<file path="src/common/lsu_pkg.sv">
package lsu_pkg;

  // Address split for a 4 KiB page
  // The cache index and offset together cover exactly the page offset
  localparam int TAG_WIDTH    = 20;
  localparam int INDEX_WIDTH  = 10;
  localparam int OFFSET_WIDTH = 2;

  localparam int TLB_ENTRIES = 4;

  typedef logic [31:0]             word_t;
  typedef logic [TAG_WIDTH-1:0]    tag_t;
  typedef logic [INDEX_WIDTH-1:0]  index_t;
  typedef logic [OFFSET_WIDTH-1:0] offset_t;

  // Memory access type, 0 is strongly ordered uncached and 1 is coherent cached
  typedef logic [1:0] mat_t;

  // Privilege level, 0 is the most privileged
  typedef logic [1:0] plv_t;

  typedef logic [1:0] tlb_idx_t;

  typedef enum logic [2:0] {
    LD_B,
    LD_H,
    LD_W,
    LD_BU,
    LD_HU,
    ST_B,
    ST_H,
    ST_W
  } mem_opcode_t;

  // Listed in order of priority, highest first
  typedef enum logic [2:0] {
    ALE,
    D_TLBR,
    PIL,
    PIS,
    PPI,
    PME
  } excp_t;

endpackage
</file>
<file path="src/common/mmu_if.sv">
`timescale 1ns/1ps

interface mmu_if;

  logic           valid;
  lsu_pkg::tag_t  vtag;
  logic           ok;
  lsu_pkg::tag_t  ptag;
  lsu_pkg::mat_t  mat;
  logic           page_fault;
  logic           page_invalid;
  logic           page_clean;
  logic           plv_fault;

  modport lsu (
    output valid, vtag,
    input  ok, ptag, mat, page_fault, page_invalid, page_clean, plv_fault
  );

  modport tlb (
    input  valid, vtag,
    output ok, ptag, mat, page_fault, page_invalid, page_clean, plv_fault
  );

endinterface

</file>
<file path="src/common/dcache_if.sv">
`timescale 1ns/1ps

interface dcache_if;

  logic              valid;
  logic              we;
  lsu_pkg::tag_t     tag;
  lsu_pkg::index_t   index;
  lsu_pkg::offset_t  offset;
  logic [3:0]        wstrb;
  lsu_pkg::word_t    wdata;
  logic              uncached;
  logic              addr_ok;
  logic              data_ok;
  lsu_pkg::word_t    rdata;

  modport lsu (
    output valid, we, tag, index, offset, wstrb, wdata, uncached,
    input  addr_ok, data_ok, rdata
  );

  modport cache (
    input  valid, we, tag, index, offset, wstrb, wdata, uncached,
    output addr_ok, data_ok, rdata
  );

endinterface

</file>
<file path="src/rtl/lsu.sv">
`timescale 1ns/1ps

module lsu (
  input  logic                 clk,
  input  logic                 reset,
  input  logic                 valid,
  output logic                 ready,
  input  lsu_pkg::word_t       addr,
  input  lsu_pkg::mem_opcode_t opcode,
  input  lsu_pkg::word_t       st_data,
  output logic                 have_excp,
  output lsu_pkg::excp_t       excp_type,
  output logic                 ok,
  output lsu_pkg::word_t       ld_data,
  mmu_if.lsu                   mmu,
  dcache_if.lsu                cache
);

  logic                 mmu_ok_reg;
  logic                 trans_ok;
  logic                 transfer;
  logic                 is_store;
  logic                 is_half;
  logic                 is_word;
  logic                 misaligned;
  lsu_pkg::offset_t     lowbit_reg;
  lsu_pkg::mem_opcode_t opcode_reg;
  logic [7:0]           load_b;
  logic [15:0]          load_h;

  assign is_store = opcode inside {lsu_pkg::ST_B, lsu_pkg::ST_H, lsu_pkg::ST_W};
  assign is_half  = opcode inside {lsu_pkg::LD_H, lsu_pkg::LD_HU, lsu_pkg::ST_H};
  assign is_word  = opcode inside {lsu_pkg::LD_W, lsu_pkg::ST_W};
  assign misaligned = (is_half && addr[0]) || (is_word && addr[1:0] != 2'b00);

  // Translation is usable when it arrives this cycle or was held from before
  assign trans_ok = mmu.ok || mmu_ok_reg;
  assign ready    = cache.addr_ok && trans_ok;
  assign transfer = valid && ready;
  assign ok       = cache.data_ok;

  // No new lookup while a result is present, so a stale result never
  // lands on the next request
  assign mmu.valid = valid && !trans_ok && !misaligned;
  assign mmu.vtag  = addr[31 -: lsu_pkg::TAG_WIDTH];

  always_ff @(posedge clk) begin
    if (reset) begin
      mmu_ok_reg <= 1'b0;
    end else if (transfer || have_excp) begin
      mmu_ok_reg <= 1'b0;
    end else if (mmu.ok && valid) begin
      mmu_ok_reg <= 1'b1;
    end
  end

  always_ff @(posedge clk) begin
    if (transfer) begin
      lowbit_reg <= addr[lsu_pkg::OFFSET_WIDTH-1:0];
      opcode_reg <= opcode;
    end
  end

  assign cache.valid    = valid && !have_excp && trans_ok;
  assign cache.we       = is_store;
  assign cache.tag      = mmu.ptag;
  assign cache.index    = addr[lsu_pkg::OFFSET_WIDTH +: lsu_pkg::INDEX_WIDTH];
  assign cache.offset   = addr[lsu_pkg::OFFSET_WIDTH-1:0];
  assign cache.uncached = (mmu.mat == 2'd0);

  // Store data is copied to every lane and the strobes pick the lanes
  always_comb begin
    case (opcode)
      lsu_pkg::ST_B: begin
        cache.wstrb = 4'b0001 << addr[1:0];
        cache.wdata = {4{st_data[7:0]}};
      end
      lsu_pkg::ST_H: begin
        cache.wstrb = addr[1] ? 4'b1100 : 4'b0011;
        cache.wdata = {2{st_data[15:0]}};
      end
      default: begin
        cache.wstrb = 4'b1111;
        cache.wdata = st_data;
      end
    endcase
  end

  // Alignment is checked first and does not need a translation
  always_comb begin
    have_excp = 1'b1;
    excp_type = lsu_pkg::ALE;
    if (!valid) begin
      have_excp = 1'b0;
    end else if (misaligned) begin
      excp_type = lsu_pkg::ALE;
    end else if (!trans_ok) begin
      have_excp = 1'b0;
    end else if (mmu.page_fault) begin
      excp_type = lsu_pkg::D_TLBR;
    end else if (mmu.page_invalid) begin
      if (is_store) begin
        excp_type = lsu_pkg::PIS;
      end else begin
        excp_type = lsu_pkg::PIL;
      end
    end else if (mmu.plv_fault) begin
      excp_type = lsu_pkg::PPI;
    end else if (mmu.page_clean && is_store) begin
      excp_type = lsu_pkg::PME;
    end else begin
      have_excp = 1'b0;
    end
  end

  assign load_b = cache.rdata[8*lowbit_reg +: 8];
  assign load_h = lowbit_reg[1] ? cache.rdata[31:16] : cache.rdata[15:0];

  always_comb begin
    case (opcode_reg)
      lsu_pkg::LD_B:  ld_data = {{24{load_b[7]}}, load_b};
      lsu_pkg::LD_BU: ld_data = {24'd0, load_b};
      lsu_pkg::LD_H:  ld_data = {{16{load_h[15]}}, load_h};
      lsu_pkg::LD_HU: ld_data = {16'd0, load_h};
      default:        ld_data = cache.rdata;
    endcase
  end

endmodule

</file>
<file path="src/flat_wrapper.sv">
// flat-port wrapper written by rule: the top's interface ports become plain ports
module lsu_flat 
  (clk, reset, valid, ready, addr, opcode, st_data, have_excp, excp_type, ok, ld_data, mmu_valid, mmu_vtag, mmu_ok, mmu_ptag, mmu_mat, mmu_page_fault, mmu_page_invalid, mmu_page_clean, mmu_plv_fault, cache_valid, cache_we, cache_tag, cache_index, cache_offset, cache_wstrb, cache_wdata, cache_uncached, cache_addr_ok, cache_data_ok, cache_rdata);
  mmu_if mmu_i ();
  dcache_if cache_i ();
  input  logic clk;
  input  logic reset;
  input  logic valid;
  output logic ready;
  input  lsu_pkg::word_t addr;
  input  lsu_pkg::mem_opcode_t opcode;
  input  lsu_pkg::word_t st_data;
  output logic have_excp;
  output lsu_pkg::excp_t excp_type;
  output logic ok;
  output lsu_pkg::word_t ld_data;
  output wire logic [$bits(mmu_i.valid)-1:0] mmu_valid;
  output wire logic [$bits(mmu_i.vtag)-1:0] mmu_vtag;
  input wire logic [$bits(mmu_i.ok)-1:0] mmu_ok;
  input wire logic [$bits(mmu_i.ptag)-1:0] mmu_ptag;
  input wire logic [$bits(mmu_i.mat)-1:0] mmu_mat;
  input wire logic [$bits(mmu_i.page_fault)-1:0] mmu_page_fault;
  input wire logic [$bits(mmu_i.page_invalid)-1:0] mmu_page_invalid;
  input wire logic [$bits(mmu_i.page_clean)-1:0] mmu_page_clean;
  input wire logic [$bits(mmu_i.plv_fault)-1:0] mmu_plv_fault;
  output wire logic [$bits(cache_i.valid)-1:0] cache_valid;
  output wire logic [$bits(cache_i.we)-1:0] cache_we;
  output wire logic [$bits(cache_i.tag)-1:0] cache_tag;
  output wire logic [$bits(cache_i.index)-1:0] cache_index;
  output wire logic [$bits(cache_i.offset)-1:0] cache_offset;
  output wire logic [$bits(cache_i.wstrb)-1:0] cache_wstrb;
  output wire logic [$bits(cache_i.wdata)-1:0] cache_wdata;
  output wire logic [$bits(cache_i.uncached)-1:0] cache_uncached;
  input wire logic [$bits(cache_i.addr_ok)-1:0] cache_addr_ok;
  input wire logic [$bits(cache_i.data_ok)-1:0] cache_data_ok;
  input wire logic [$bits(cache_i.rdata)-1:0] cache_rdata;
  assign mmu_valid = mmu_i.valid;
  assign mmu_vtag = mmu_i.vtag;
  assign mmu_i.ok = mmu_ok;
  assign mmu_i.ptag = mmu_ptag;
  assign mmu_i.mat = mmu_mat;
  assign mmu_i.page_fault = mmu_page_fault;
  assign mmu_i.page_invalid = mmu_page_invalid;
  assign mmu_i.page_clean = mmu_page_clean;
  assign mmu_i.plv_fault = mmu_plv_fault;
  assign cache_valid = cache_i.valid;
  assign cache_we = cache_i.we;
  assign cache_tag = cache_i.tag;
  assign cache_index = cache_i.index;
  assign cache_offset = cache_i.offset;
  assign cache_wstrb = cache_i.wstrb;
  assign cache_wdata = cache_i.wdata;
  assign cache_uncached = cache_i.uncached;
  assign cache_i.addr_ok = cache_addr_ok;
  assign cache_i.data_ok = cache_data_ok;
  assign cache_i.rdata = cache_rdata;
  lsu u_core (.clk(clk), .reset(reset), .valid(valid), .ready(ready), .addr(addr), .opcode(opcode), .st_data(st_data), .have_excp(have_excp), .excp_type(excp_type), .ok(ok), .ld_data(ld_data), .mmu(mmu_i), .cache(cache_i));
endmodule
</file>
<file path="config.mk">
export PLATFORM = sky130hd
export DESIGN_NAME = lsu_flat
export DESIGN_NICKNAME = d
export VERILOG_FILES = /design/src/common/lsu_pkg.sv /design/src/common/mmu_if.sv /design/src/common/dcache_if.sv /design/src/rtl/lsu.sv /design/src/flat_wrapper.sv
export SDC_FILE = /design/constraint.sdc
export NUM_CORES = 1
export LEC_CHECK = 0
export BUFFER_PORTS_ARGS = -buffer_cell sky130_fd_sc_hd__buf_2
export CORE_AREA = 2 2 102 104
export DETAILED_ROUTE_END_ITERATION = 8
export DIE_AREA = 0 0 104 106
export PLACE_DENSITY_LB_ADDON = 0.08
export SLEW_MARGIN = 5
export SYNTH_ARGS = -nofsm -noshare
export SYNTH_HDL_FRONTEND = slang
export SYNTH_SLANG_ARGS = --single-unit
</file>
<file path="constraint.sdc">
create_clock -name clk -period 2.1 [get_ports clk]
set_input_delay 0.42 -clock clk [delete_from_list [all_inputs] [get_ports clk]]
set_output_delay 0.42 -clock clk [all_outputs]
set_load 0.005 [all_outputs]
</file>
## Word level (Yosys, flattened, before mapping)

Cells that the tools add are included.

| word-level totals | value |
|---|---|
| output and inout bits | 130 |
| flip-flop bits (word level) | 6 |
| logic and storage cells | 57 |

| operators by class | value |
|---|---|
| reductions and logical operators | 23 |
| multiplexer cells | 20 |
| shift-type cells | 2 |
| eq/ne operators | 9 |

Operators by type and width:

| operator | number |
|---|---|
| $pmux 32 s4 | 1 |
| $pmux 32 s2 | 1 |
| $shiftx 32x6->8 | 1 |
| $mux 3 | 7 |
| $mux 16 | 1 |
| $eq 3x3->1 const B | 5 |
| $logic_and 1x1->1 | 10 |
| $mux 1 | 8 |
| $pmux 4 s2 | 1 |
| $eq 3x1->1 const B | 2 |
| $eq 3x2->1 const B | 2 |
| $reduce_bool 3->1 | 2 |
| $mux 4 | 1 |
| $reduce_bool 2->1 | 2 |
| $shl 1x2->4 const A | 1 |
| $logic_not 1->1 | 3 |
| $logic_not 3->1 | 1 |
| $logic_or 1x1->1 | 3 |
| $logic_not 2->1 | 1 |
| $reduce_or 2->1 | 1 |

## Depth between registers and ports, before layout

| logic depth | value |
|---|---|
| depth after elaboration | 13 |
| mapped depth | 6 |
| depth with buffers taken out | 4 |

## Least setup slack after synthesis

No wires, ideal clock.

| timing path | value |
|---|---|
| path type | reg-to-output |
| start point | register u_core.opcode_reg[0] |
| end point | output port ld_data[0] |
| data required time | 1.680 ns |
| arrival time | 1.633 ns |
| cell stages (with the launch flop) | 6 |
| setup slack | 0.047 ns |
| cell sequence | edfxtp_1 > buf_2 > and2_1 > o21ai_2 > mux2_2 > a211oi_1 |

| between the ends | value |
|---|---|
| longest elaborated chain between the ends | 2 |

RTL lines:

| what | line | RTL |
|---|---|---|
| start: declaration | lsu.sv:27 | `lsu_pkg::mem_opcode_t opcode_reg;` |
| start signal: assignment | lsu.sv:60 | `opcode_reg <= opcode;` |
| $eq 3x3->1 (tied with other cells) | lsu.sv:120 | `case (opcode_reg)` |
| $pmux 32 s4 * | lsu.sv:120 |  |
| end: declaration | flat_wrapper.sv:16 | `output lsu_pkg::word_t ld_data;` |

Mark *: on every way between the ends. The rest lies on a longest branch, timed or not.

## Worst setup path after layout

| timing path | value |
|---|---|
| start point | register u_core.opcode_reg[0] |
| end point | output port ld_data[1] |

Same word-level chain as after synthesis.

==> impl_metrics.csv <==
group,metric,value,unit
outcome,status,"complete, but fails checks",
outcome,failed_checks,"setup timing",
clock_network,ctsHtreeMaxLevel,1,
final_layout,largest_reg_flops,3,
routing,dr_wl_met3,883,um
sta,worst_pin_slew,0.540,ns
setup_path,slowest_stage,"mux4_2",
final_layout,diodes,0,
final_layout,layout-drive-gt1-share,62.1,%
setup_path,r2r_slack,0.73,ns
power_and_ir_drop,power_density,283,nW/um2
place,dp_hpwl,6.44,mm
sta,finalHoldViolCount,0,
grt,grt-ovfl-total,0,
final_layout,finalNonFillerCells,542,
die,initial_core_util,20.3,%
clock_network,cts_root_buf,"clkbuf_8",
final_layout,syn2layout_area_growth,53.6,%
hold_path,min_path_type,"primary input to register",
place,dp_slack,-0.419,ns
place,finalWeightedCongestion,0.786,
sta,fmax,445,MHz
synthesis,synth.net_count,410,
sta,finalWorstSetupSlack,-0.145,ns
die,die_h,106,um
sta,relSlewSlack,63.6,%
die,fp.dieW,104,um
grt,grtUsageTotal,14.0,%
sta,fin_crit_sh,107,%
setup_path,cp.arrival,1.83,ns
clock_network,clock_path_buffers,2,
grt,grt_pass1_wl,12.8,mm
synthesis,syn_area,2030,um2
setup_path,critPathTopFamily,"multiplexers",
routing,route.detailed.drc,0,
final_layout,layout.nets,538,
synthesis,synthDistinctLibCells,41,
routing,antenna_left,0,
synthesis,ys_ff_latch,6,
routing,wl_met1,3.56,mm
setup_path,path_max_fanout,5,
die,rows,37,
routing,drtIter0Drc,56,
setup_path,timing.critical_path.from,"u_core.opcode_reg[0]$_DFFE_PP_",
job,drv_cap,0,
setup_path,path_buf_inv,2,
setup_path,critical_path.endpoint,"ld_data[1]",
routing,highest_layer,"met4",
sta,finalSetupTns,-2.95,ns
setup_path,cp_cell_sequence,"mux2i_2 > buf_4 > nand2b_1 > mux4_2 > o21a_1 > buf_2",
sta,drv_slew,0,
die,io_pins,261,
final_layout,mostFrequentLayoutCells,"buf_2, buf_4, nor2_1",
synthesis,yosysWarnings,0,
routing,finalWirelength,8.17,mm
setup_path,worstSetupPathType,"register to output pin",
die,core,10000,um2
clock_network,numCtsBuffers,3,
setup_path,ff2ff_path_depth,2,
routing,first_pass_iters,4,
sta,period_minus_slack,2.25,ns
setup_path,critPathRequiredTime,1.68,ns
synthesis,seq_area_frac_synth,8.37,%
power_and_ir_drop,p_leak,1.62,nW
power_and_ir_drop,ir_worst_vdd,0.147,mV
place,numPortBuffers,158,
setup_path,critical_path.endpoint_type,"output pin",
grt,grt_start_max_net_pins,17,
routing,avgRoutedWirePerCell,15.1,um
setup_path,r2r-end,"u_core.lowbit_reg[0]$_DFFE_PP_",
final_layout,layout_commonest_cell,"buf_2",
place,dpl.cell_count,528,
sta,rsz0062_at_grt,"true",
sta,setup_violations,31,
clock_network,clkSlewWorstSetupHoldPaths,0.04,ns
grt,antenna_found_initial,0,
setup_path,worst_setup_path_start_kind,"register",
setup_path,r2r_start,"u_core.mmu_ok_reg$_SDFFE_PP0P_",
routing,route.met2.wl,3.62,mm
routing,vias,2476,
die,die_area,11000,um2
final_layout,fillers,1106,
synthesis,synth_cells,279,
setup_path,crit_cells,6,
clock_network,cts_tree,"built",
clock_network,cts_num_sinks,6,
routing,vias_per_cell,4.57,
setup_path,critPathMaxStageDelay,0.47,ns
sta,skew,0.00354,ns
synthesis,synth_area_per_cell,7.28,um2
grt,grt_pass1_vias,2520,
clock_network,clk-insertion-delay-late,0.22,ns
-- cell families after synthesis --
group / share of synthesized area (%)
buf+inv: 28.5
mux: 16.9
flops: 8.37
simple gates: 15.7
compound gates: 30.1
xor+xnor: 0.431
-- report_power, final --
part	internal (mW)	switching [mW]	leakage, nW	total, mW
clock network	0.130	0.0477	0.0228	0.178
registers	0.135	0.00481	0.0542	0.140
logic	0.298	0.266	1.54	0.564
-- through the flow --
step | cell area [um2] | hold WS, ns | total power [mW] | utilization, %
2_1_floorplan | 2030 | 0.519 | 0.457 | -
3_3_place_gp | 2720 | 0.635 | 0.653 | 27.2
3_5_place_dp | 2720 | 0.644 | 0.649 | 27.2
4_1_cts | 3010 | 0.456 | 0.876 | 30.1
5_1_grt | 3120 | 0.463 | 0.950 | 31.2
6_report | 3120 | 0.460 | 0.882 | 31.2
-- how the worst min path moves through the flow --
stage	startpoint	end	cells past startpoint	slack [ns]
3_5_place_dp	u_core.mmu_ok_reg$_SDFFE_PP0P_	u_core.mmu_ok_reg$_SDFFE_PP0P_	3	0.64
2_1_floorplan	addr[0]	u_core.lowbit_reg[0]$_DFFE_PP_	0	0.52
4_1_cts	valid	u_core.mmu_ok_reg$_SDFFE_PP0P_	2	0.46
6_report	valid	u_core.mmu_ok_reg$_SDFFE_PP0P_	2	0.46
3_3_place_gp	u_core.mmu_ok_reg$_SDFFE_PP0P_	u_core.mmu_ok_reg$_SDFFE_PP0P_	3	0.64
5_1_grt	valid	u_core.mmu_ok_reg$_SDFFE_PP0P_	2	0.46
-- cells in the mapped netlist --
library cell / n / area (um2)
nand2b_1: 5 / 31.3
a2111oi_4: 1 / 27.5
o21bai_1: 1 / 7.51
buf_6: 1 / 11.3
buf_1: 1 / 3.75
o221a_2: 1 / 11.3
mux2i_1: 5 / 50.1
mux2_2: 12 / 135
a21o_1: 17 / 128
edfxtp_1: 5 / 150
a211oi_1: 9 / 67.6
or3_1: 1 / 6.26
a21boi_2: 1 / 11.3
clkbuf_1: 5 / 18.8
a32o_1: 1 / 10.0
nor2_1: 30 / 113
and3_1: 1 / 6.26
nand2_1: 10 / 37.5
a21oi_1: 23 / 115
o21ai_2: 1 / 8.76
nand3b_1: 3 / 22.5
a31oi_1: 1 / 6.26
and2_1: 1 / 6.26
or2_2: 1 / 6.26
o21a_1: 4 / 30.0
nor3_1: 7 / 35.0
inv_1: 14 / 52.6
nor2b_1: 5 / 31.3
dfxtp_1: 1 / 20.0
buf_2: 7 / 35.0
mux4_2: 3 / 67.6
mux2_1: 8 / 90.1
o22ai_1: 13 / 81.3
nor4b_1: 1 / 8.76
o21ai_0: 5 / 25.0
buf_4: 61 / 458
o211ai_1: 1 / 7.51
o22a_1: 8 / 70.1
xor2_1: 1 / 8.76
nor3b_1: 2 / 15.0
o21ai_1: 1 / 5.00
-- metal layers --
layer	vias up	GRT usage, %
li1	1190	-
met1	1114	16.9
met2	166	23.2
met5	-	0
met3	6	5.82
met4	0	2.99
-- worst register-to-register path, stage by stage (launching register included) --
cell,delay [ns]
dfxtp_1,0.35
o21ai_0,0.22
nor2_1,0.44
-- cell type report --
type | instances | area, um2 | area share (%)
clock buffer | 4 | 45.0 | 1.44
tap | 136 | 170 | 5.45
multi-input combinational | 184 | 1500 | 48.0
timing repair buffer | 198 | 1180 | 38.0
sequential | 6 | 170 | 5.45
inverter | 14 | 52.6 | 1.68
-- what timing repair did --
action	CTS	global route
setup buffers	9	0
pin swaps	16	7
hold buffers	0	0
setup endpoints to repair	32	33
gates resized for setup	35	19
cloned	1	0
No activity file was read; power rests on OpenSTA's default activity.
