$ cat config.mk
export PLATFORM = sky130hd
export DESIGN_NAME = dtlb_flat
export DESIGN_NICKNAME = d
export VERILOG_FILES = /design/src/common/lsu_pkg.sv /design/src/common/mmu_if.sv /design/src/rtl/dtlb.sv /design/src/flat_wrapper.sv
export SDC_FILE = /design/constraint.sdc
export NUM_CORES = 1
export LEC_CHECK = 0
export BUFFER_PORTS_ARGS = -buffer_cell sky130_fd_sc_hd__buf_4
export CAP_MARGIN = 15
export CORE_MARGIN = 4
export CORE_UTILIZATION = 60
export CTS_BUF_LIST = sky130_fd_sc_hd__clkbuf_16
export DETAILED_ROUTE_END_ITERATION = 6
export GPL_ROUTABILITY_DRIVEN = 0
export GPL_TIMING_DRIVEN = 1
export HOLD_SLACK_MARGIN = 0.12
export PLACE_DENSITY_LB_ADDON = 0.08
export SYNTH_ARGS = -nofsm -noshare
export SYNTH_HDL_FRONTEND = slang
export SYNTH_SLANG_ARGS = --single-unit
$ cat constraint.sdc
create_clock -name clk -period 6.5 [get_ports clk]
set_input_delay 0.325 -clock clk [delete_from_list [all_inputs] [get_ports clk]]
set_output_delay 0.325 -clock clk [all_outputs]
set_load 0.02 [all_outputs]
$ cat src/common/lsu_pkg.sv
package lsu_pkg;

  // Address split for a 4 KiB page
  // The cache index and offset together cover exactly the page offset
  localparam int TAG_WIDTH    = 20;
  localparam int INDEX_WIDTH  = 10;
  localparam int OFFSET_WIDTH = 2;

  localparam int TLB_ENTRIES = 4;

  typedef logic [31:0]             word_t;
  typedef logic [TAG_WIDTH-1:0]    tag_t;
  typedef logic [INDEX_WIDTH-1:0]  index_t;
  typedef logic [OFFSET_WIDTH-1:0] offset_t;

  // Memory access type, 0 is strongly ordered uncached and 1 is coherent cached
  typedef logic [1:0] mat_t;

  // Privilege level, 0 is the most privileged
  typedef logic [1:0] plv_t;

  typedef logic [1:0] tlb_idx_t;

  typedef enum logic [2:0] {
    LD_B,
    LD_H,
    LD_W,
    LD_BU,
    LD_HU,
    ST_B,
    ST_H,
    ST_W
  } mem_opcode_t;

  // Listed in order of priority, highest first
  typedef enum logic [2:0] {
    ALE,
    D_TLBR,
    PIL,
    PIS,
    PPI,
    PME
  } excp_t;

endpackage
$ cat src/common/mmu_if.sv
`timescale 1ns/1ps

interface mmu_if;

  logic           valid;
  lsu_pkg::tag_t  vtag;
  logic           ok;
  lsu_pkg::tag_t  ptag;
  lsu_pkg::mat_t  mat;
  logic           page_fault;
  logic           page_invalid;
  logic           page_clean;
  logic           plv_fault;

  modport lsu (
    output valid, vtag,
    input  ok, ptag, mat, page_fault, page_invalid, page_clean, plv_fault
  );

  modport tlb (
    input  valid, vtag,
    output ok, ptag, mat, page_fault, page_invalid, page_clean, plv_fault
  );

endinterface

$ cat src/rtl/dtlb.sv
`timescale 1ns/1ps

module dtlb (
  input  logic              clk,
  input  logic              reset,
  input  lsu_pkg::plv_t     plv,
  input  logic              we,
  input  lsu_pkg::tlb_idx_t w_idx,
  input  lsu_pkg::tag_t     w_vtag,
  input  lsu_pkg::tag_t     w_ptag,
  input  lsu_pkg::mat_t     w_mat,
  input  logic              w_v,
  input  logic              w_d,
  input  lsu_pkg::plv_t     w_plv,
  mmu_if.tlb                mmu
);

  logic [lsu_pkg::TLB_ENTRIES-1:0] ent_exist;
  logic [lsu_pkg::TLB_ENTRIES-1:0] ent_v;
  logic [lsu_pkg::TLB_ENTRIES-1:0] ent_d;
  lsu_pkg::tag_t                   ent_vtag [lsu_pkg::TLB_ENTRIES];
  lsu_pkg::tag_t                   ent_ptag [lsu_pkg::TLB_ENTRIES];
  lsu_pkg::mat_t                   ent_mat  [lsu_pkg::TLB_ENTRIES];
  lsu_pkg::plv_t                   ent_plv  [lsu_pkg::TLB_ENTRIES];
  logic                            hit;
  lsu_pkg::tlb_idx_t               hit_idx;

  always_ff @(posedge clk) begin
    if (reset) begin
      ent_exist <= '0;
      mmu.ok    <= 1'b0;
    end else begin
      if (we) begin
        ent_exist[w_idx] <= 1'b1;
      end
      mmu.ok <= mmu.valid;
    end
  end

  always_ff @(posedge clk) begin
    if (we) begin
      ent_vtag[w_idx] <= w_vtag;
      ent_ptag[w_idx] <= w_ptag;
      ent_mat[w_idx]  <= w_mat;
      ent_v[w_idx]    <= w_v;
      ent_d[w_idx]    <= w_d;
      ent_plv[w_idx]  <= w_plv;
    end
  end

  // Scanning downwards lets the lowest matching entry win
  always_comb begin
    hit     = 1'b0;
    hit_idx = '0;
    for (int i = lsu_pkg::TLB_ENTRIES - 1; i >= 0; i--) begin
      if (ent_exist[i] && ent_vtag[i] == mmu.vtag) begin
        hit     = 1'b1;
        hit_idx = lsu_pkg::tlb_idx_t'(i);
      end
    end
  end

  always_ff @(posedge clk) begin
    if (mmu.valid) begin
      mmu.ptag         <= ent_ptag[hit_idx];
      mmu.mat          <= ent_mat[hit_idx];
      mmu.page_fault   <= !hit;
      mmu.page_invalid <= hit && !ent_v[hit_idx];
      mmu.page_clean   <= hit && !ent_d[hit_idx];
      mmu.plv_fault    <= hit && (plv > ent_plv[hit_idx]);
    end
  end

endmodule

$ cat src/flat_wrapper.sv
// flat-port wrapper written by rule: the top's interface ports become plain ports
module dtlb_flat 
  (clk, reset, plv, we, w_idx, w_vtag, w_ptag, w_mat, w_v, w_d, w_plv, mmu_valid, mmu_vtag, mmu_ok, mmu_ptag, mmu_mat, mmu_page_fault, mmu_page_invalid, mmu_page_clean, mmu_plv_fault);
  mmu_if mmu_i ();
  input  logic clk;
  input  logic reset;
  input  lsu_pkg::plv_t plv;
  input  logic we;
  input  lsu_pkg::tlb_idx_t w_idx;
  input  lsu_pkg::tag_t w_vtag;
  input  lsu_pkg::tag_t w_ptag;
  input  lsu_pkg::mat_t w_mat;
  input  logic w_v;
  input  logic w_d;
  input  lsu_pkg::plv_t w_plv;
  input wire logic [$bits(mmu_i.valid)-1:0] mmu_valid;
  input wire logic [$bits(mmu_i.vtag)-1:0] mmu_vtag;
  output wire logic [$bits(mmu_i.ok)-1:0] mmu_ok;
  output wire logic [$bits(mmu_i.ptag)-1:0] mmu_ptag;
  output wire logic [$bits(mmu_i.mat)-1:0] mmu_mat;
  output wire logic [$bits(mmu_i.page_fault)-1:0] mmu_page_fault;
  output wire logic [$bits(mmu_i.page_invalid)-1:0] mmu_page_invalid;
  output wire logic [$bits(mmu_i.page_clean)-1:0] mmu_page_clean;
  output wire logic [$bits(mmu_i.plv_fault)-1:0] mmu_plv_fault;
  assign mmu_i.valid = mmu_valid;
  assign mmu_i.vtag = mmu_vtag;
  assign mmu_ok = mmu_i.ok;
  assign mmu_ptag = mmu_i.ptag;
  assign mmu_mat = mmu_i.mat;
  assign mmu_page_fault = mmu_i.page_fault;
  assign mmu_page_invalid = mmu_i.page_invalid;
  assign mmu_page_clean = mmu_i.page_clean;
  assign mmu_plv_fault = mmu_i.plv_fault;
  dtlb u_core (.clk(clk), .reset(reset), .plv(plv), .we(we), .w_idx(w_idx), .w_vtag(w_vtag), .w_ptag(w_ptag), .w_mat(w_mat), .w_v(w_v), .w_d(w_d), .w_plv(w_plv), .mmu(mmu_i));
endmodule
# --- After elaboration in Yosys (flattened, before gate mapping) ---
# Memory sizes are Yosys's and may differ from the RTL's. A register that Yosys moved wholly into a read port is not among the register bits.
# Cells that the tools add are included.
totals:
  register_bits: 17
  latch_bits: 0
  ramBits: 176
  mem_bits_ro: 0
  input_bits: 74
  out_inout_bits: 27
  mem_count: 4
op_classes:
  addsub: 0
  multipliers: 0
  div_mod_pow: 0
  n_lt_le_gt_ge: 4
  eq_ne: 4
  shift: 0
  n_mux: 18
  n_bitwise: 1
  reduce_logical: 11
mem_list:
  columns: ["memory", "depth", "word_bits", "rd", "rd_ports_with_merged_regs", "write_ports", "line_no", "rtl"]
  rows:
  - ["u_core.ent_ptag", 4, 20, 1, 1, 1, "dtlb.sv:22", "lsu_pkg::tag_t ent_ptag [lsu_pkg::TLB_ENTRIES];"]
  - ["u_core.ent_vtag", 4, 20, 4, 0, 1, "dtlb.sv:21", "lsu_pkg::tag_t ent_vtag [lsu_pkg::TLB_ENTRIES];"]
  - ["u_core.ent_mat", 4, 2, 1, 1, 1, "dtlb.sv:23", "lsu_pkg::mat_t ent_mat [lsu_pkg::TLB_ENTRIES];"]
  - ["u_core.ent_plv", 4, 2, 1, 0, 1, "dtlb.sv:24", "lsu_pkg::plv_t ent_plv [lsu_pkg::TLB_ENTRIES];"]
ops:
  columns: ["operator", "count"]
  rows:
  - ["$eq A20 B20 Y1", 4]
  - ["$mux W1", 9]
  - ["$bwmux W4", 2]
  - ["$logic_and A1 B1 Y1", 8]
  - ["$mux W2", 4]
  - ["$lt A2 B3 Y1 const B", 2]
  - ["$bmux W1 S2", 2]
  - ["$or A4 B4 Y4", 1]
  - ["$logic_not A1 Y1", 3]
  - ["$demux W1 S2", 1]
  - ["$ge A2 B1 Y1 const B", 1]
  - ["$gt A2 B2 Y1", 1]

# --- Depth between registers and ports, before layout ---
# Gate-level depths: netlist of the first run.
depth:
  depth_word: 10
  ltp_mapped: 12
  depth_no_buf: 11

# --- Least setup slack after synthesis of the first run ---
# No wires, ideal clock.
synth_path:
  path_type: "in2reg"
  startpoint: "input port w_idx[0]"
  endpoint: "register u_core.ent_d[0] (netlist name) (enable)"
  setup_time_ns: 0.519
  arrival_time_ns: 3.787
  path_slack_ns: 2.194
  stages: 1
  path_buffers: 0
  cell_sequence: "nor3b_1"
synth_rtl:
  columns: ["item", "line_no", "rtl"]
  rows:
  - ["start, declared", "flat_wrapper.sv:9", "input lsu_pkg::tlb_idx_t w_idx;"]
  - ["end signal, assigned by index", "dtlb.sv:46", "ent_d[w_idx] <= w_d;"]
  - ["end, declared", "dtlb.sv:20", "logic [lsu_pkg::TLB_ENTRIES-1:0] ent_d;"]

==> impl_metrics.env, run 1 <==
export IMPL_overflow=0
export IMPL_nNetsFinal=721
export IMPL_yosys_warnings=0
export IMPL_ys_ff_latch=215
export IMPL_syn_inst=476
export IMPL_r2r_end="u_core.mmu.plv_fault"
export IMPL_first_pass_iters=6
export IMPL_numCtsBuffers=22
export IMPL_finalSetupViolCount=0
export IMPL_yosys_area_top_type="edfxtp_1"
export IMPL_die_area_um2=16200
export IMPL_peakVddDrop_mv=0.2635
export IMPL_rsz0062_at_grt="no"
export IMPL_groute_usage_overall_pct=21.49
export IMPL_cts_sinks=215
export IMPL_endpoint_kind="flop"
export IMPL_die_h_um=127.3
export IMPL_dp_slack_ps=2664
export IMPL_num_vias=4778
export IMPL_core_area_um2=13930
export IMPL_die_x_um=127.3
export IMPL_synth_area_um2=8538
export IMPL_io_pins=101
export IMPL_rr_worst_depth=11
export IMPL_clk_pin_slew_ps=60
export IMPL_detail_route_iter0_violations=375
export IMPL_worstSkewPairLatency_ps=500
export IMPL_worst_pin_slew_ps=1054
export IMPL_area_delta_synth_final_pct=25.48
export IMPL_layout_setup_ws_ps=2751
export IMPL_slew_headroom_pct=29.56
export IMPL_final_setup_skew_ps=9.951
export IMPL_ys_types=38
export IMPL_initial_core_util_pct=61.27
export IMPL_cp_max_fo=50
export IMPL_cts_tree="built"
export IMPL_finalCritPeriodShare_pct=57.68
export IMPL_maxSlewViolCount=0
export IMPL_crit_chain="xnor2_1 > nand4_1 > nor4_1 > nand4b_1 > a211oi_4 > buf_4 > mux2i_1 > mux2_2 > ha_1 > a21oi_1 > a211oi_1"
export IMPL_holdCritStartpoint="mmu_valid"
export IMPL_cts_htree_levels=1
export IMPL_drc_errors=0
export IMPL_clock_path_buffers=3
export IMPL_arrival_ps=3980
export IMPL_wl_um=17300
export IMPL_hp_class="input port to flop"
export IMPL_p_leak_nw=3.636
export IMPL_status="completed"
export IMPL_grt_pass1_vias=5025
export IMPL_io_buffers=100
export IMPL_tns_ps=0
export IMPL_p_per_area_nw_per_um2=287.4
export IMPL_hpwl_um=10520
export IMPL_required_ps=6730
export IMPL_r2r_start="u_core.ent_vtag[2][17]"
export IMPL_max_freq_mhz=266.7
export IMPL_postSynthAreaPerCell_um2=17.94
export IMPL_max_cap_violations=0
export IMPL_antennaDiodeCount=0
export IMPL_fill_cells=828
export IMPL_r2r_slack_ps=2750
export IMPL_rows=43
export IMPL_cpPeakStageDelay_ps=670
export IMPL_holdPathEnd="u_core.mmu.page_invalid"
export IMPL_synth_net_count=552
export IMPL_synth_top_cell_area_share_pct=73.86
export IMPL_cp_start_kind="flop"
export IMPL_synth_area_leaders="edfxtp_1 74%, mux2i_1 8.3%, xor2_1 4.5%"
export IMPL_fin_crit_ps=3749
export IMPL_grt_start_max_net_pins=51
export IMPL_ant_nets=0
export IMPL_whs_path_depth=1
export IMPL_crit_path_top_delay_cell="buf_4"
export IMPL_grt_first_pass_wirelength_um=26920
export IMPL_grt_antenna_before_repair=0
export IMPL_via_per_inst=5.681
export IMPL_hold_viol_final=0
export IMPL_routedWlPerCell_um=20.57
export IMPL_clockRootBuffer="clkbuf_16"
export IMPL_ys_seq_area_share_pct=75.03
export IMPL_hold_slack_ps=286.5
export IMPL_criticalPathCategory="flop to flop"
export IMPL_drive_above_1_share_pct=22.24
[worst max-delay path, delay by kind of cell (launching register included)]
kind / cells / cell delay, ps
xor+xnor: 1 / 280
fa+ha+maj: 1 / 310
compound gates: 3 / 490
simple gates: 3 / 860
flops: 1 / 380
buf+inv: 1 / 670
mux: 2 / 460
[cell type report]
class / count / area [um^2] / area share (%)
flip-flops and latches: 215 / 6406 / 59.79
multi-input cells: 251 / 2087 / 19.48
repair buffers: 152 / 1259 / 11.75
clock buffers: 22 / 550.5 / 5.138
well taps: 180 / 225.2 / 2.102
clock inverters: 18 / 175.2 / 1.635
inverters: 3 / 11.26 / 0.1051
[worst max path at each step]
stage                                 to                   start  slack, ps  cells after the start
floorplan                u_core.ent_d[0]                w_idx[0]       2190                      1
global placement    u_core.mmu.plv_fault            mmu_vtag[10]       2750                     10
detailed placement  u_core.mmu.plv_fault            mmu_vtag[10]       2660                     10
CTS                 u_core.mmu.plv_fault  u_core.ent_vtag[1][10]       2720                      9
global route        u_core.mmu.plv_fault  u_core.ent_vtag[2][17]       2510                     11
finish              u_core.mmu.plv_fault  u_core.ent_vtag[2][17]       2750                     11
[routing by layer]
metal | up-vias | routed length [um] | global-route usage, %
met5 | - | 0 | 0
met4 | 0 | 426 | 5.741
met3 | 36 | 1058 | 3.804
met2 | 178 | 8592 | 36.70
met1 | 2369 | 7222 | 28.85
li1 | 2195 | - | -
[repair_timing]
action	4_1_cts	5_1_grt
hold buffers	47	0
gates resized for setup	0	0
endpoints found under the hold margin	189	0
setup buffers	0	0
[cells by family after synthesis]
group	after synthesis	share of synthesized area, %
AOI/OAI and AO/OA	9	0.7180
xor gates and xnor gates	80	8.206
adders and majority gates	2	0.2930
buffers and inverters	10	0.7913
DFF	215	75.03
muxes	74	8.807
and+or+nand+nor	86	6.155
[layout by cell type (no fill, tap or decap), types with 3 or more instances in the layout]
cell,instances
mux2i_1,71
dfxtp_1,5
xnor2_1,36
nor3_1,3
nand4_1,17
buf_4,105
xor2_1,44
inv_1,9
clkinv_1,3
a21oi_1,3
nor2b_1,3
nor2_1,14
clkinv_2,3
nor4_1,17
edfxtp_1,210
bufinv_16,3
dlygate4sd3_1,47
clkbuf_16,22
nand2_1,6
nand3_1,7
[stage by stage]
stage	std cells	total power [mW]	utilization [%]	cell area (um^2)
final	841	3.079	76.89	10710
after global routing	841	3.181	76.89	10710
after CTS	841	3.101	76.89	10710
after detailed placement	754	1.843	68.30	9518
after global placement	754	1.835	68.30	9518
after floorplan	476	1.733	-	8538
[synth_stat cells (all sizes together)]
library cell  number
nor4              18
ha                 2
nor3               3
nand3b             1
edfxtp           210
dfxtp              5
buf                7
and3b              1
nor4b              2
xnor2             36
xor2              44
and3               2
a21oi              3
nor4bb             1
o31ai              2
a211oi             2
and4b              1
nand4b             1
or4                2
a31oi              1
nand4             17
or4b               1
or2                1
mux2i             71
nor2              16
o21ai              1
nand3              7
nor2b              3
mux2               3
inv                3
nor3b              3
nand2              6
[sequential cells by signal (all words and copies together), names as in the netlist]
name,flops
u_core.ent_mat,8
u_core.ent_d,4
u_core.ent_ptag,80
u_core.ent_plv,8
u_core.mmu.plv_fault,1
u_core.ent_exist,4
u_core.mmu.page_fault,1
u_core.mmu.ok,1
u_core.mmu.ptag,20
u_core.ent_vtag,80
u_core.mmu.page_clean,1
u_core.mmu.page_invalid,1
u_core.mmu.mat,2
u_core.ent_v,4
[power breakdown]
part	switching (mW)	total [mW]	leakage (nW)	internal, mW
Combinational	0.123	0.222	1.27	0.0991
Clock	0.500	1.24	0.379	0.740
Sequential	0.0221	1.62	1.98	1.60
Total	0.645	3.08	3.64	2.43
Note: power is estimated with default switching activity, not from simulation.
==> run 2, diff against run 1 <==
ABC_AREA = 1   (was unset)
CORE_UTILIZATION = 59   (was 60)
clock period = 3.6 ns   (was 6.5 ns; I/O delays follow)
==> impl_metrics.env, run 2 <==
export IMPL_yosys_warnings=0
export IMPL_grt_start_max_net_pins=49
export IMPL_rsz0062_at_grt="no"
export IMPL_worst_pin_slew_ps=771.0
export IMPL_clock_path_buffers=3
export IMPL_required_ps=3920
export IMPL_layout_common_cells="233 x nand2_1, 210 x edfxtp_1, 112 x nor2_1"
export IMPL_cts_tree="built"
export IMPL_via_per_inst=5.569
export IMPL_area_delta_synth_final_pct=22.71
export IMPL_arrival_ps=3150
export IMPL_synth_top_cell_area_share_pct=66.85
export IMPL_endpoint_kind="flop"
export IMPL_p_leak_nw=4.719
export IMPL_final_common_cell="nand2_1"
export IMPL_layout_setup_ws_ps=775.0
export IMPL_criticalPathCategory="flop to flop"
export IMPL_ctsResizeCount=0
export IMPL_ant_nets=0
export IMPL_finalCritPeriodShare_pct=78.47
export IMPL_detail_route_iter0_violations=698
export IMPL_nNetsFinal=1117
export IMPL_r2r_slack_ps=780
export IMPL_crit_path_end="u_core.mmu.plv_fault"
export IMPL_synth_area_um2=9433
export IMPL_initial_core_util_pct=61.14
export IMPL_r2r_start="u_core.ent_vtag[2][16]"
export IMPL_cts_sinks=215
export IMPL_post_cts_buffers=0
export IMPL_die_x_um=134.4
export IMPL_dp_cells=1181
export IMPL_io_buffers=100
export IMPL_routedWlPerCell_um=18.31
export IMPL_rows=45
export IMPL_core_area_um2=15430
export IMPL_hold_slack_ps=127.4
export IMPL_postSynthAreaPerCell_um2=10.69
export IMPL_synth_flop_cell="edfxtp_1"
export IMPL_grt_pass1_vias=6731
export IMPL_numCtsBuffers=22
export IMPL_synth_net_count=958
export IMPL_cts_htree_levels=1
export IMPL_groute_usage_overall_pct=25.60
export IMPL_fin_crit_ps=2825
export IMPL_maxSlewViolCount=0
export IMPL_synth_area_leaders="edfxtp_1 67%, nand2_1 9.3%, nor2_1 4.5%"
export IMPL_first_pass_iters=6
export IMPL_synth_edf_count=210
export IMPL_cp_start_kind="flop"
export IMPL_ys_seq_area_share_pct=67.91
export IMPL_status="completed"
export IMPL_io_pins=101
export IMPL_wl_um=23200
export IMPL_clk_pin_slew_ps=60
export IMPL_largestRegisters="u_core.ent_ptag (80), u_core.ent_vtag (80), u_core.mmu.ptag (20)"
export IMPL_grt_first_pass_wirelength_um=35620
export IMPL_grt_antenna_before_repair=0
export IMPL_dp_slack_ps=957.9
export IMPL_final_setup_skew_ps=17.48
export IMPL_ys_types=31
export IMPL_slew_headroom_pct=48.60
export IMPL_hp_class="input port to flop"
export IMPL_ys_ff_latch=215
export IMPL_cp_max_fo=27
export IMPL_r2r_end="u_core.mmu.plv_fault"
export IMPL_finalSetupViolCount=0
export IMPL_hpwl_um=14500
export IMPL_die_h_um=134.4
export IMPL_p_per_area_nw_per_um2=487.5
export IMPL_max_cap_violations=0
export IMPL_yosys_area_top_type="edfxtp_1"
export IMPL_max_freq_mhz=354.0
export IMPL_yosys_top_cells_count="233 x nand2_1, 210 x edfxtp_1, 112 x nor2_1"
export IMPL_drc_errors=0
export IMPL_fin_util_pct=75.03
export IMPL_tns_ps=0
export IMPL_drive_above_1_share_pct=15.91
export IMPL_die_area_um2=18070
export IMPL_antennaDiodeCount=0
export IMPL_syn_inst=882
export IMPL_peakVddDrop_mv=0.4588
export IMPL_rr_worst_depth=11
export IMPL_yosysMostFrequentCell="nand2_1"
export IMPL_num_vias=7056
export IMPL_layout_cells_non_filler=1267
export IMPL_crit_start="u_core.ent_vtag[2][16]"
export IMPL_overflow=0
export IMPL_worstSkewPairLatency_ps=510
export IMPL_clockRootBuffer="clkbuf_16"
export IMPL_hold_viol_final=0
export IMPL_synthArstFlopShare_pct=0
==> run 2: stage by stage <==
stage / cell area, um^2 / power [mW]
floorplan: 9433 / 3.173
global placement: 10390 / 3.373
detailed placement: 10390 / 3.382
CTS: 11570 / 5.660
global route: 11570 / 5.818
finish: 11570 / 5.643
==> run 2: final cells by class <==
class	count	area (um^2)
Sequential cell	215	6406
Fill cell	1063	3852
Multi-Input combinational cell	563	2590
Timing Repair Buffer	155	1281
Clock buffer	23	575.6
Inverter	84	316.6
Tap cell	211	264.0
Clock inverter	16	141.4
==> run 2: how the worst min path moves through the flow <==
stage	start	end	depth (start not counted)
after global routing	mmu_valid	u_core.mmu.ok	3
after CTS	mmu_valid	u_core.mmu.ok	3
after global placement	w_vtag[6]	u_core.ent_vtag[1][6]	1
after detailed placement	w_vtag[9]	u_core.ent_vtag[3][9]	1
after floorplan	reset	u_core.ent_exist[2]	1
final	mmu_valid	u_core.mmu.ok	3
==> run 2: cells by family (layout without fill, tap and decap cells) <==
logic type	Yosys count	count (layout)	share of synthesized area [%]
AND/OR/NAND/NOR	470	470	21.25
flip-flops	215	215	67.91
buffers and inverters	104	278	4.841
AO/OA/AOI/OAI	71	71	3.873
XOR/XNOR	20	20	1.857
adder cells (fa/ha/maj)	2	2	0.2652
==> run 2: layer usage <==
layer | track usage (%) | routed length [um] | vias up
li1 | - | - | 3305
met5 | 0 | 0 | -
met3 | 6.302 | 2234 | 65
met4 | 6.505 | 596 | 0
met2 | 39.25 | 10440 | 367
met1 | 37.30 | 9928 | 3319
==> run 2: report_power, final <==
group / internal (mW) / switching (mW) / total, mW
combinational: 0.183 / 0.278 / 0.460
clock: 1.36 / 0.893 / 2.25
sequential: 2.88 / 0.0466 / 2.93
total: 4.43 / 1.22 / 5.64
==> run 2: repair_timing <==
| item | in CTS | in global routing |
|---|---|---|
| hold buffers | 47 | 0 |
| hold endpoints to repair | 189 | 0 |
| setup endpoints to repair | 0 | 0 |
==> run 2: worst max-delay path, cell delays in order, from the launching register on <==
cell,delay [ps]
edfxtp_1,380
xnor2_1,410
nand3_1,190
nor2_1,170
nand3_1,150
nand2_2,130
nand3_4,340
a21oi_1,240
o21ai_1,90
nand2_1,90
ha_1,240
a211oi_1,220
